===== src/pe_package.sv =====
// Pixel engine package with shared widths, register map, mode fields and sizes
package pe_package;

  // Basic widths
  localparam int WORD_W = 32;
  localparam int ADDR_W = 16;
  localparam int PEL_W  = 16;
  localparam int PROD_W = 24;

  typedef logic [WORD_W-1:0] word_t;
  typedef logic [ADDR_W-1:0] addr_t;
  typedef logic [PEL_W-1:0]  pel_t;
  typedef logic [15:0]       len_t;
  typedef logic [2:0]        reg_idx_t;
  // Pixel times 8-bit gain
  typedef logic [PROD_W-1:0] prod_t;

  // FSM states
  typedef enum logic {CTRL_IDLE, CTRL_RUN}   ctrl_state_e;
  typedef enum logic {LOAD_IDLE, LOAD_FETCH} load_state_e;

  // Register map
  localparam reg_idx_t REG_SRC    = 3'd0;
  localparam reg_idx_t REG_DST    = 3'd1;
  localparam reg_idx_t REG_LEN    = 3'd2;
  localparam reg_idx_t REG_MODE   = 3'd3;
  localparam reg_idx_t REG_START  = 3'd4;
  localparam reg_idx_t REG_STATUS = 3'd5;

  // Mode register fields
  localparam int GAIN_LSB   = 0;
  localparam int GAIN_MSB   = 7;
  localparam int SHIFT_LSB  = 8;
  localparam int SHIFT_MSB  = 11;
  localparam int OP_BIT     = 12;
  localparam int THRESH_LSB = 16;
  localparam int THRESH_MSB = 31;

  // Result FIFO and credit sizing
  localparam int FIFO_DEPTH = 4;
  localparam int FIFO_PTR_W = $clog2(FIFO_DEPTH);
  localparam int CNT_W      = $clog2(FIFO_DEPTH + 1);
  typedef logic [FIFO_PTR_W-1:0] fifo_ptr_t;
  typedef logic [CNT_W-1:0]      cnt_t;

  // Saturation limit
  localparam pel_t PEL_MAX = 16'hFFFF;

endpackage


===== src/pe_ctrl.sv =====
// Pixel engine control unit with register file, job sequencing and done event
`timescale 1ns/1ps

module pe_ctrl import pe_package::*; (
  input  logic     clk_i,
  input  logic     rst_n_i,
  // Peripheral bus
  input  logic     cfg_we_i,
  input  logic     cfg_re_i,
  input  reg_idx_t cfg_addr_i,
  input  word_t    cfg_wdata_i,
  output word_t    cfg_rdata_o,
  // Job done event
  output logic     evt_o,
  // Datapath control
  output logic     start_o,
  output addr_t    src_base_o,
  output addr_t    dst_base_o,
  output len_t     len_o,
  output word_t    mode_o,
  input  logic     done_i
);

  ctrl_state_e state_q;
  addr_t       src_q;
  addr_t       dst_q;
  len_t        len_q;
  word_t       mode_q;
  logic        busy;
  logic        start_hit;

  assign busy = (state_q == CTRL_RUN);

  // Start command seen while idle
  assign start_hit = cfg_we_i && (cfg_addr_i == REG_START) && !busy;
  // Zero length never reaches the datapath
  assign start_o   = start_hit && (len_q != '0);

  // Job settings held stable for the whole job
  assign src_base_o = src_q;
  assign dst_base_o = dst_q;
  assign len_o      = len_q;
  assign mode_o     = mode_q;

  // Config registers, writable only while idle
  always_ff @(posedge clk_i) begin
    if (!rst_n_i) begin
      src_q  <= '0;
      dst_q  <= '0;
      len_q  <= '0;
      mode_q <= '0;
    end else if (cfg_we_i && !busy) begin
      case (cfg_addr_i)
        REG_SRC:  src_q  <= cfg_wdata_i[ADDR_W-1:0];
        REG_DST:  dst_q  <= cfg_wdata_i[ADDR_W-1:0];
        REG_LEN:  len_q  <= cfg_wdata_i[15:0];
        REG_MODE: mode_q <= cfg_wdata_i;
        default: ;
      endcase
    end
  end

  // Job FSM and event pulse
  always_ff @(posedge clk_i) begin
    if (!rst_n_i) begin
      state_q <= CTRL_IDLE;
      evt_o   <= 1'b0;
    end else begin
      // Event for storer done or empty job
      evt_o <= (busy && done_i) || (start_hit && (len_q == '0));
      case (state_q)
        CTRL_IDLE: if (start_o) state_q <= CTRL_RUN;
        CTRL_RUN:  if (done_i) state_q <= CTRL_IDLE;
        default:   state_q <= CTRL_IDLE;
      endcase
    end
  end

  // Read data one cycle after the strobe
  always_ff @(posedge clk_i) begin
    if (cfg_re_i) begin
      case (cfg_addr_i)
        REG_SRC:    cfg_rdata_o <= word_t'(src_q);
        REG_DST:    cfg_rdata_o <= word_t'(dst_q);
        REG_LEN:    cfg_rdata_o <= word_t'(len_q);
        REG_MODE:   cfg_rdata_o <= mode_q;
        REG_STATUS: cfg_rdata_o <= word_t'(busy);
        default:    cfg_rdata_o <= '0;
      endcase
    end
  end

endmodule


===== src/pe_loader.sv =====
// Pixel loader issuing credit-limited source reads and emitting pixel strobes
`timescale 1ns/1ps

module pe_loader import pe_package::*; (
  input  logic  clk_i,
  input  logic  rst_n_i,
  input  logic  start_i,
  input  addr_t src_base_i,
  input  len_t  len_i,
  input  logic  credit_i,
  // Memory read request
  output logic  req_o,
  output addr_t addr_o,
  input  logic  gnt_i,
  input  word_t rdata_i,
  // Pixel stream to engine
  output logic  pel_valid_o,
  output pel_t  pel_data_o
);

  load_state_e state_q;
  addr_t       addr_q;
  len_t        remain_q;
  cnt_t        credit_q;
  logic        issue;

  // Read only with a free slot in the storer FIFO
  assign req_o  = (state_q == LOAD_FETCH) && (credit_q != '0);
  assign issue  = req_o && gnt_i;
  assign addr_o = addr_q;

  // FSM, remaining count and credits
  always_ff @(posedge clk_i) begin
    if (!rst_n_i) begin
      state_q  <= LOAD_IDLE;
      remain_q <= '0;
      credit_q <= '0;
    end else if (start_i) begin
      state_q  <= LOAD_FETCH;
      remain_q <= len_i;
      credit_q <= cnt_t'(FIFO_DEPTH);
    end else begin
      // Spend on issue, refill on storer write
      credit_q <= credit_q - cnt_t'(issue) + cnt_t'(credit_i);
      if (issue) begin
        remain_q <= remain_q - len_t'(1);
        // Last read issued
        if (remain_q == len_t'(1)) state_q <= LOAD_IDLE;
      end
    end
  end

  // Source address walk
  always_ff @(posedge clk_i) begin
    if (start_i) addr_q <= src_base_i;
    else if (issue) addr_q <= addr_q + addr_t'(1);
  end

  // Read data lands one cycle after grant
  always_ff @(posedge clk_i) begin
    if (!rst_n_i) pel_valid_o <= 1'b0;
    else pel_valid_o <= issue;
  end

  // High half of the word is ignored
  assign pel_data_o = rdata_i[PEL_W-1:0];

endmodule


===== src/pe_engine.sv =====
// Pixel engine with two-stage scale-and-saturate or threshold pipeline
`timescale 1ns/1ps

module pe_engine import pe_package::*; (
  input  logic  clk_i,
  input  logic  rst_n_i,
  input  word_t mode_i,
  input  logic  pel_valid_i,
  input  pel_t  pel_data_i,
  output logic  res_valid_o,
  output pel_t  res_data_o
);

  logic  v1_q;
  logic  op1_q;
  prod_t prod_q;
  logic  ge_q;
  prod_t shifted;
  pel_t  sat;

  // Valid bits follow the data through both stages
  always_ff @(posedge clk_i) begin
    if (!rst_n_i) begin
      v1_q        <= 1'b0;
      res_valid_o <= 1'b0;
    end else begin
      v1_q        <= pel_valid_i;
      res_valid_o <= v1_q;
    end
  end

  // Stage one
  always_ff @(posedge clk_i) begin
    op1_q  <= mode_i[OP_BIT];
    // Gain product, 16 x 8 bits
    prod_q <= prod_t'(pel_data_i) * prod_t'(mode_i[GAIN_MSB:GAIN_LSB]);
    // Threshold compare
    ge_q   <= (pel_data_i >= mode_i[THRESH_MSB:THRESH_LSB]);
  end

  // Shift then clamp to the pixel range
  assign shifted = prod_q >> mode_i[SHIFT_MSB:SHIFT_LSB];
  assign sat     = (shifted > prod_t'(PEL_MAX)) ? PEL_MAX : shifted[PEL_W-1:0];

  // Stage two
  always_ff @(posedge clk_i) begin
    if (op1_q) begin
      // Threshold gives all ones or zero
      res_data_o <= ge_q ? PEL_MAX : '0;
    end else begin
      res_data_o <= sat;
    end
  end

endmodule


===== src/pe_storer.sv =====
// Result storer with FIFO buffering, destination writes, credit return and done
`timescale 1ns/1ps

module pe_storer import pe_package::*; (
  input  logic  clk_i,
  input  logic  rst_n_i,
  input  logic  start_i,
  input  addr_t dst_base_i,
  input  len_t  len_i,
  // Results from engine, never stalled
  input  logic  res_valid_i,
  input  pel_t  res_data_i,
  // Memory write request
  output logic  req_o,
  output addr_t addr_o,
  output word_t wdata_o,
  input  logic  gnt_i,
  // Back to loader and control
  output logic  credit_o,
  output logic  done_o
);

  pel_t      fifo_q [FIFO_DEPTH];
  fifo_ptr_t wr_ptr_q;
  fifo_ptr_t rd_ptr_q;
  cnt_t      count_q;
  addr_t     addr_q;
  len_t      remain_q;
  logic      pop;

  // Write whenever something is buffered
  assign req_o   = (count_q != '0);
  assign pop     = req_o && gnt_i;
  assign addr_o  = addr_q;
  // Upper half written as zero
  assign wdata_o = {{(WORD_W-PEL_W){1'b0}}, fifo_q[rd_ptr_q]};

  // FIFO storage
  always_ff @(posedge clk_i) begin
    if (res_valid_i) fifo_q[wr_ptr_q] <= res_data_i;
  end

  // Pointers and fill level
  always_ff @(posedge clk_i) begin
    if (!rst_n_i) begin
      wr_ptr_q <= '0;
      rd_ptr_q <= '0;
      count_q  <= '0;
    end else begin
      if (res_valid_i) wr_ptr_q <= wr_ptr_q + fifo_ptr_t'(1);
      if (pop) rd_ptr_q <= rd_ptr_q + fifo_ptr_t'(1);
      // Credits keep this within depth
      count_q <= count_q + cnt_t'(res_valid_i) - cnt_t'(pop);
    end
  end

  // Remaining writes, credit and done strobes
  always_ff @(posedge clk_i) begin
    if (!rst_n_i) begin
      remain_q <= '0;
      credit_o <= 1'b0;
      done_o   <= 1'b0;
    end else begin
      // One credit per entry written out
      credit_o <= pop;
      // Last write granted
      done_o   <= pop && (remain_q == len_t'(1));
      if (start_i) remain_q <= len_i;
      else if (pop) remain_q <= remain_q - len_t'(1);
    end
  end

  // Destination address walk
  always_ff @(posedge clk_i) begin
    if (start_i) addr_q <= dst_base_i;
    else if (pop) addr_q <= addr_q + addr_t'(1);
  end

endmodule


===== src/pe_mem_arbiter.sv =====
// Round-robin arbiter sharing the memory port between loader and storer
`timescale 1ns/1ps

module pe_mem_arbiter import pe_package::*; (
  input  logic  clk_i,
  input  logic  rst_n_i,
  // Loader, read only
  input  logic  ld_req_i,
  input  addr_t ld_addr_i,
  output logic  ld_gnt_o,
  // Storer, write only
  input  logic  st_req_i,
  input  addr_t st_addr_i,
  input  word_t st_wdata_i,
  output logic  st_gnt_o,
  // Shared memory port
  output logic  mem_req_o,
  output logic  mem_we_o,
  output addr_t mem_addr_o,
  output word_t mem_wdata_o,
  input  logic  mem_gnt_i
);

  logic prio_st_q;
  logic lock_q;
  logic lock_st_q;
  logic rr_st;
  logic sel_st;

  // Storer wins if alone or when it holds priority
  assign rr_st  = st_req_i && (!ld_req_i || prio_st_q);
  // A stalled request keeps its master until granted
  assign sel_st = lock_q ? lock_st_q : rr_st;

  assign mem_req_o   = ld_req_i || st_req_i;
  assign mem_we_o    = sel_st;
  assign mem_addr_o  = sel_st ? st_addr_i : ld_addr_i;
  assign mem_wdata_o = sel_st ? st_wdata_i : '0;

  // Grant goes back to the chosen master
  assign ld_gnt_o = mem_gnt_i && ld_req_i && !sel_st;
  assign st_gnt_o = mem_gnt_i && sel_st;

  always_ff @(posedge clk_i) begin
    if (!rst_n_i) begin
      prio_st_q <= 1'b0;
      lock_q    <= 1'b0;
      lock_st_q <= 1'b0;
    end else if (mem_req_o) begin
      if (mem_gnt_i) begin
        // Served master goes second next time
        prio_st_q <= !sel_st;
        lock_q    <= 1'b0;
      end else begin
        lock_q    <= 1'b1;
        lock_st_q <= sel_st;
      end
    end
  end

endmodule


===== src/pe_top.sv =====
// Pixel engine top connecting control, loader, engine, storer and arbiter
`timescale 1ns/1ps

module pe_top import pe_package::*; (
  input  logic     clk_i,
  input  logic     rst_n_i,
  // Peripheral bus
  input  logic     cfg_we_i,
  input  logic     cfg_re_i,
  input  reg_idx_t cfg_addr_i,
  input  word_t    cfg_wdata_i,
  output word_t    cfg_rdata_o,
  output logic     evt_o,
  // Shared memory port
  output logic     mem_req_o,
  output logic     mem_we_o,
  output addr_t    mem_addr_o,
  output word_t    mem_wdata_o,
  input  logic     mem_gnt_i,
  input  word_t    mem_rdata_i
);

  // Job control
  logic  start;
  addr_t src_base;
  addr_t dst_base;
  len_t  len;
  word_t mode;
  logic  done;
  logic  credit;
  // Master requests
  logic  ld_req;
  addr_t ld_addr;
  logic  ld_gnt;
  logic  st_req;
  addr_t st_addr;
  word_t st_wdata;
  logic  st_gnt;
  // Pixel path
  logic  pel_valid;
  pel_t  pel_data;
  logic  res_valid;
  pel_t  res_data;

  pe_ctrl u_ctrl (
    .clk_i       (clk_i),
    .rst_n_i     (rst_n_i),
    .cfg_we_i    (cfg_we_i),
    .cfg_re_i    (cfg_re_i),
    .cfg_addr_i  (cfg_addr_i),
    .cfg_wdata_i (cfg_wdata_i),
    .cfg_rdata_o (cfg_rdata_o),
    .evt_o       (evt_o),
    .start_o     (start),
    .src_base_o  (src_base),
    .dst_base_o  (dst_base),
    .len_o       (len),
    .mode_o      (mode),
    .done_i      (done)
  );

  pe_loader u_loader (
    .clk_i       (clk_i),
    .rst_n_i     (rst_n_i),
    .start_i     (start),
    .src_base_i  (src_base),
    .len_i       (len),
    .credit_i    (credit),
    .req_o       (ld_req),
    .addr_o      (ld_addr),
    .gnt_i       (ld_gnt),
    .rdata_i     (mem_rdata_i),
    .pel_valid_o (pel_valid),
    .pel_data_o  (pel_data)
  );

  pe_engine u_engine (
    .clk_i       (clk_i),
    .rst_n_i     (rst_n_i),
    .mode_i      (mode),
    .pel_valid_i (pel_valid),
    .pel_data_i  (pel_data),
    .res_valid_o (res_valid),
    .res_data_o  (res_data)
  );

  pe_storer u_storer (
    .clk_i       (clk_i),
    .rst_n_i     (rst_n_i),
    .start_i     (start),
    .dst_base_i  (dst_base),
    .len_i       (len),
    .res_valid_i (res_valid),
    .res_data_i  (res_data),
    .req_o       (st_req),
    .addr_o      (st_addr),
    .wdata_o     (st_wdata),
    .gnt_i       (st_gnt),
    .credit_o    (credit),
    .done_o      (done)
  );

  pe_mem_arbiter u_arbiter (
    .clk_i       (clk_i),
    .rst_n_i     (rst_n_i),
    .ld_req_i    (ld_req),
    .ld_addr_i   (ld_addr),
    .ld_gnt_o    (ld_gnt),
    .st_req_i    (st_req),
    .st_addr_i   (st_addr),
    .st_wdata_i  (st_wdata),
    .st_gnt_o    (st_gnt),
    .mem_req_o   (mem_req_o),
    .mem_we_o    (mem_we_o),
    .mem_addr_o  (mem_addr_o),
    .mem_wdata_o (mem_wdata_o),
    .mem_gnt_i   (mem_gnt_i)
  );

endmodule


===== config.mk =====
export PLATFORM = sky130hd
export DESIGN_NAME = pe_top
export DESIGN_NICKNAME = d
export VERILOG_FILES = /design/src/pe_package.sv /design/src/pe_ctrl.sv /design/src/pe_loader.sv /design/src/pe_engine.sv /design/src/pe_storer.sv /design/src/pe_mem_arbiter.sv /design/src/pe_top.sv
export SDC_FILE = /design/constraint.sdc
export NUM_CORES = 1
export LEC_CHECK = 0
export BUFFER_PORTS_ARGS = -buffer_cell sky130_fd_sc_hd__buf_2
export CELL_PAD_IN_SITES_DETAIL_PLACEMENT = 1
export CELL_PAD_IN_SITES_GLOBAL_PLACEMENT = 2
export CORE_UTILIZATION = 30
export CTS_CLUSTER_DIAMETER = 120
export DETAILED_ROUTE_END_ITERATION = 8
export PLACE_DENSITY_LB_ADDON = 0.1
export SLEW_MARGIN = 15
export SYNTH_ARGS = -nofsm -noshare
export SYNTH_HDL_FRONTEND = slang
export SYNTH_SLANG_ARGS = --single-unit

===== constraint.sdc =====
create_clock -name clk_i -period 8.42 [get_ports clk_i]
set_input_delay 1.684 -clock clk_i [delete_from_list [all_inputs] [get_ports clk_i]]
set_output_delay 1.684 -clock clk_i [all_outputs]
set_load 0.01 [all_outputs]

# Word-level counts from Yosys, hierarchy flattened
# Memory sizes are Yosys's and may differ from the RTL's. A register that Yosys moved wholly into a read port is not among the register bits.
# Index checks and enable logic that the tools add are counted.
# W data, S select, Z words.
# classes
shift	1
n_eq_ne	7
n_mul	1
n_reduce_logical	36
order_cmp	2
muxes	27
bitwise	3
n_addsub	10
# ops
op	n
$mux W16	13
$pmux W32 S5	1
$add A16 B1 Y16 const B	2
$eq A16 B1 Y1 const B	2
$sub A16 B1 Y16 const B	2
$gt A24 B16 Y1 const B	1
$mul A16 B8 Y24	1
$shr A24 B4 Y24	1
$ge A16 B16 Y1	1
$logic_not A16 Y1	1
$reduce_bool A16 Y1	1
$logic_and A1 B1 Y1	14
$reduce_and A2 Y1	7
$mux W1	9
$add A3 B1 Y3	2
$eq A3 B2 Y1 const B	2
$eq A3 B3 Y1 const B	2
$reduce_bool A2 Y1	3
$reduce_bool A3 Y1	2
$sub A3 B1 Y3	2
$add A2 B1 Y2 const B	2
$mux W2	2
$eq A3 B1 Y1 const B	1
$logic_not A1 Y1	3
6 further kinds	10
# word_totals
memories	1
mem_bits_rw	64
register_bits	239
inputBits	72
elab_cells	117
# mem_list
name	words	word_bits	rd	rd_clocked_by_memory_dff	write_ports	line_no	rtl
u_storer.fifo_q	4	16	1	1	1	pe_storer.sv:23	pel_t fifo_q [FIFO_DEPTH];

# Depth between registers and ports, before layout
# depth
ltp_word	12
depth_mapped	17

# Hierarchy
# Synthesis repeated with hierarchy kept, for this count alone.
# hier_totals
cells_unflattened	1817
area_unflattened_um2	18794.3
# by_module_without_submodules
module	area_each_um2	cells_per_inst	instances
pe_engine	6437.4	705	1
pe_ctrl	4860.9	451	1
pe_storer	4719.5	346	1
pe_loader	2147.1	243	1
pe_mem_arbiter	629.4	72	1

# Worst setup path after synthesis
# Ideal clock, no wire load.
# synth_timing
path_type	in2reg
startpoint	in mem_rdata_i[10]
endpoint	reg u_engine.prod_q[21]
stages	17
setup_slack_ns	2.613
required_ns	8.300
arrival_time_ns	5.687
path_cell_list	and2_1 fa_1 inv_1 fa_1 inv_1 fa_1 inv_1 fa_1 inv_1 ha_1 clkbuf_1 nand3_1 o22ai_1 a311o_1 or3b_2 mux2i_1 nor4_1
# synth_between
elab_chain_cells	1
# synth_lines
item	line_no	rtl
from (decl)	pe_top.sv:20	input word_t mem_rdata_i
$mul A16 B8 Y24	pe_engine.sv:36	prod_q <= prod_t'(pel_data_i) * prod_t'(mode_i[GAIN_MSB:GAIN_LSB]);
to (signal assigned)	pe_engine.sv:36	
to (decl)	pe_engine.sv:16	prod_t prod_q;
# Every way passes these cells.
# A chain may end at the register's enable or synchronous reset.

# Worst setup path after layout
# Same ends and word-level chain as after synthesis.

==> out/metrics.yaml <==
start_kind: "input port"
slowest_delay_ns: 0.57
crit_type: "in -> reg"
crit_slowest_cell: "fa_1"
cts_tree: "done"
avgRoutedWirePerCell_um: 20.2
clock_skew_ns: 0.0284
cts.repair.resized: 0
p_per_area_nw_per_um2: 222
async_flop_share: 0
synth.avg_cell_area_um2: 10.3
grt_usage: 0.178
antenna_found_initial: 3
violations: "DRC"
postCtsSetupBuffers: 0
tightestPinTransition_ns: 1.07
ys_warn_count: 0
finalCritPeriodShare: 0.673
portBuffers: 122
synth.cell_area_um2: 18000
hold_path.class: "reg -> reg"
crit_path_cell_trace: "buf_2 > nand2_1 > fa_1 > inv_1 > fa_1 > fa_1 > inv_1 > fa_1 > inv_1 > ha_1 > a21oi_1 > o22ai_1 > a311o_1 > or3b_2 > mux2i_1 > nor4_1"
remaining_drc_errors: 14
synth_cell_types: 64
worst_setup_path_end_kind: "flop"
grt_max_degree: 95
hold_violations: 0
cts_max_level: 2
setup-violations-final: 0
timing.critical_path.mode_cell: "fa_1"
die_w_um: 247
crit_arrival_ns: 6.09
drive_gt1_frac: 0.143
slew_headroom: 0.288
fin_cells: 2643
core_area_um2: 59100
post_drt_via_cell_ratio: 4.84
grt.overflow.total: 0
leakage_nw: 8.13
clock_latency_ns: 0.56
cp_num_buf_inv: 4
rsz0062_at_grt: "false"
synth-xor-area-share: 0.0404
dp_hpwl_um: 38900
dr.pass1.iters: 6
dieArea_um2: 60900
finalMaxSlewViolations: 0
synthAdderAreaFrac: 0.147
final_cell_mix: "nand2_1 (212), dfxtp_1 (177), inv_1 (142), and2_1 (137), edfxtp_1 (128)"
vias: 12803
routabilityCongestion: 0.762
die_height_um: 247
synth_compound_area_frac: 0.0997
nNetsFinal: 2072
synth-simple-area-share: 0.161
finalCriticalPeriod_ns: 5.66
layout_commonest_cell: "nand2_1"
synth-edff-count: 128
ys_seq_area_frac: 0.411
grt_pass1_vias: 13609
numClockSinks: 305
cts_hold_buf: 0
cts_max_path_buffers: 3
cp.required_ns: 8.84
netlist_instances: 1753
drtIter0Drc: 492
final_util: 0.347
grt_pass1_wl_um: 82400
cts-root-buf: "clkbuf_16"
synth_top_family_by_area: "simple AND/OR/NAND/NOR gates"
ir_drop_v: 0.000128
placedCellCount: 2573
path_max_fanout: 9
antenna_left: 0
setup_tns_ns: 0
cap_violations: 0
critPathTopFamily: "adder cells"
synth_mux_area_frac: 0.0847
start_util: 0.304
synth_ff_type: "dfxtp_1"
path_clk_slew_ns: 0.06
routed_wl_um: 53400
outcome: "finished, violations left"
synth-seq-cells: 305
cts_buffers: 38
rows: 89
areaGrowthSynthToFinish_pct: 14.2
fmax_mhz: 177
pin_count: 155
[metal layers]
layer	track usage	vias up	part of all wire
li1	-	6123	-
met1	0.247	6461	0.48
met2	0.292	165	0.48
met3	0.0230	54	0.025
met4	0.0408	0	0.015
met5	0	-	0
[synth_stat cells (36+ instances only)]
| master | instances | area [um2] |
|---|---|---|
| a21boi_0 | 86 | 646 |
| mux2i_1 | 60 | 601 |
| edfxtp_1 | 128 | 3840 |
| xnor2_1 | 52 | 455 |
| dfxtp_1 | 177 | 3540 |
| inv_1 | 142 | 533 |
| nand2_1 | 212 | 796 |
| nor2_1 | 69 | 259 |
| ha_1 | 74 | 926 |
| clkbuf_1 | 72 | 270 |
| fa_1 | 86 | 1720 |
| nand3_1 | 36 | 180 |
| and2_1 | 137 | 857 |
| a21oi_1 | 85 | 425 |
| o21ai_0 | 37 | 185 |
[flip-flops by register name, summed over array words and instances, names as in the netlist, 24 cells and up, named ones only]
| register | count |
|---|---|
| u_ctrl.cfg_rdata_o | 32 |
| u_engine.prod_q | 24 |
| u_ctrl.mode_o | 32 |
| u_storer.fifo_q | 64 |
[final timing paths]
kind / startpoint / depth (start not counted) / slack (ns) / endpoint
worst max-delay path: mem_rdata_i[10] / 16 / 2.76 / u_engine.prod_q[21]$_DFF_P_
worst min-delay path: u_loader.pel_valid_o$_SDFF_PN0_ / 1 / 0.44 / u_engine.v1_q$_SDFF_PN0_
worst max register to register: u_ctrl.mode_o[7]$_SDFFE_PN0P_ / 13 / 3.12 / u_engine.prod_q[21]$_DFF_P_
worst min register to register: u_loader.pel_valid_o$_SDFF_PN0_ / 1 / 0.44 / u_engine.v1_q$_SDFF_PN0_
[where the power goes]
part | leakage (nW) | switching [W] | internal (W)
combinational | 4.88 | 0.000587 | 0.000468
clock | 0.603 | 0.000664 | 0.000980
sequential | 2.64 | 0.000137 | 0.00172
[cell families after synthesis]
family	after synthesis
and+or+nand+nor	574
DFF	305
AOI/OAI and AO/OA	272
buffers and inverters	247
adders and majority gates	160
muxes	111
xor gates and xnor gates	83
other	1
[cell type report]
cell class                 count  area, um2
tap                          773        967
antenna                        1       2.50
fill                        6646      38600
multi-input combinational   1216       9680
clock buffer                  49       1010
sequential                   305       7390
clock inverter                20        233
timing repair buffer         137        726
inverter                     142        533
[metrics by stage]
stage,worst slack [ns],hold slack [ns],area [um2],power (W)
global route,2.56,0.458,20500,0.00480
detailed placement,2.14,0.427,19300,0.00297
global placement,2.18,0.415,19300,0.00295
finish,2.76,0.438,20500,0.00455
CTS,2.71,0.443,20500,0.00464
floorplan,2.61,0.346,18000,0.00258
Power figures use the tool's default switching activity.
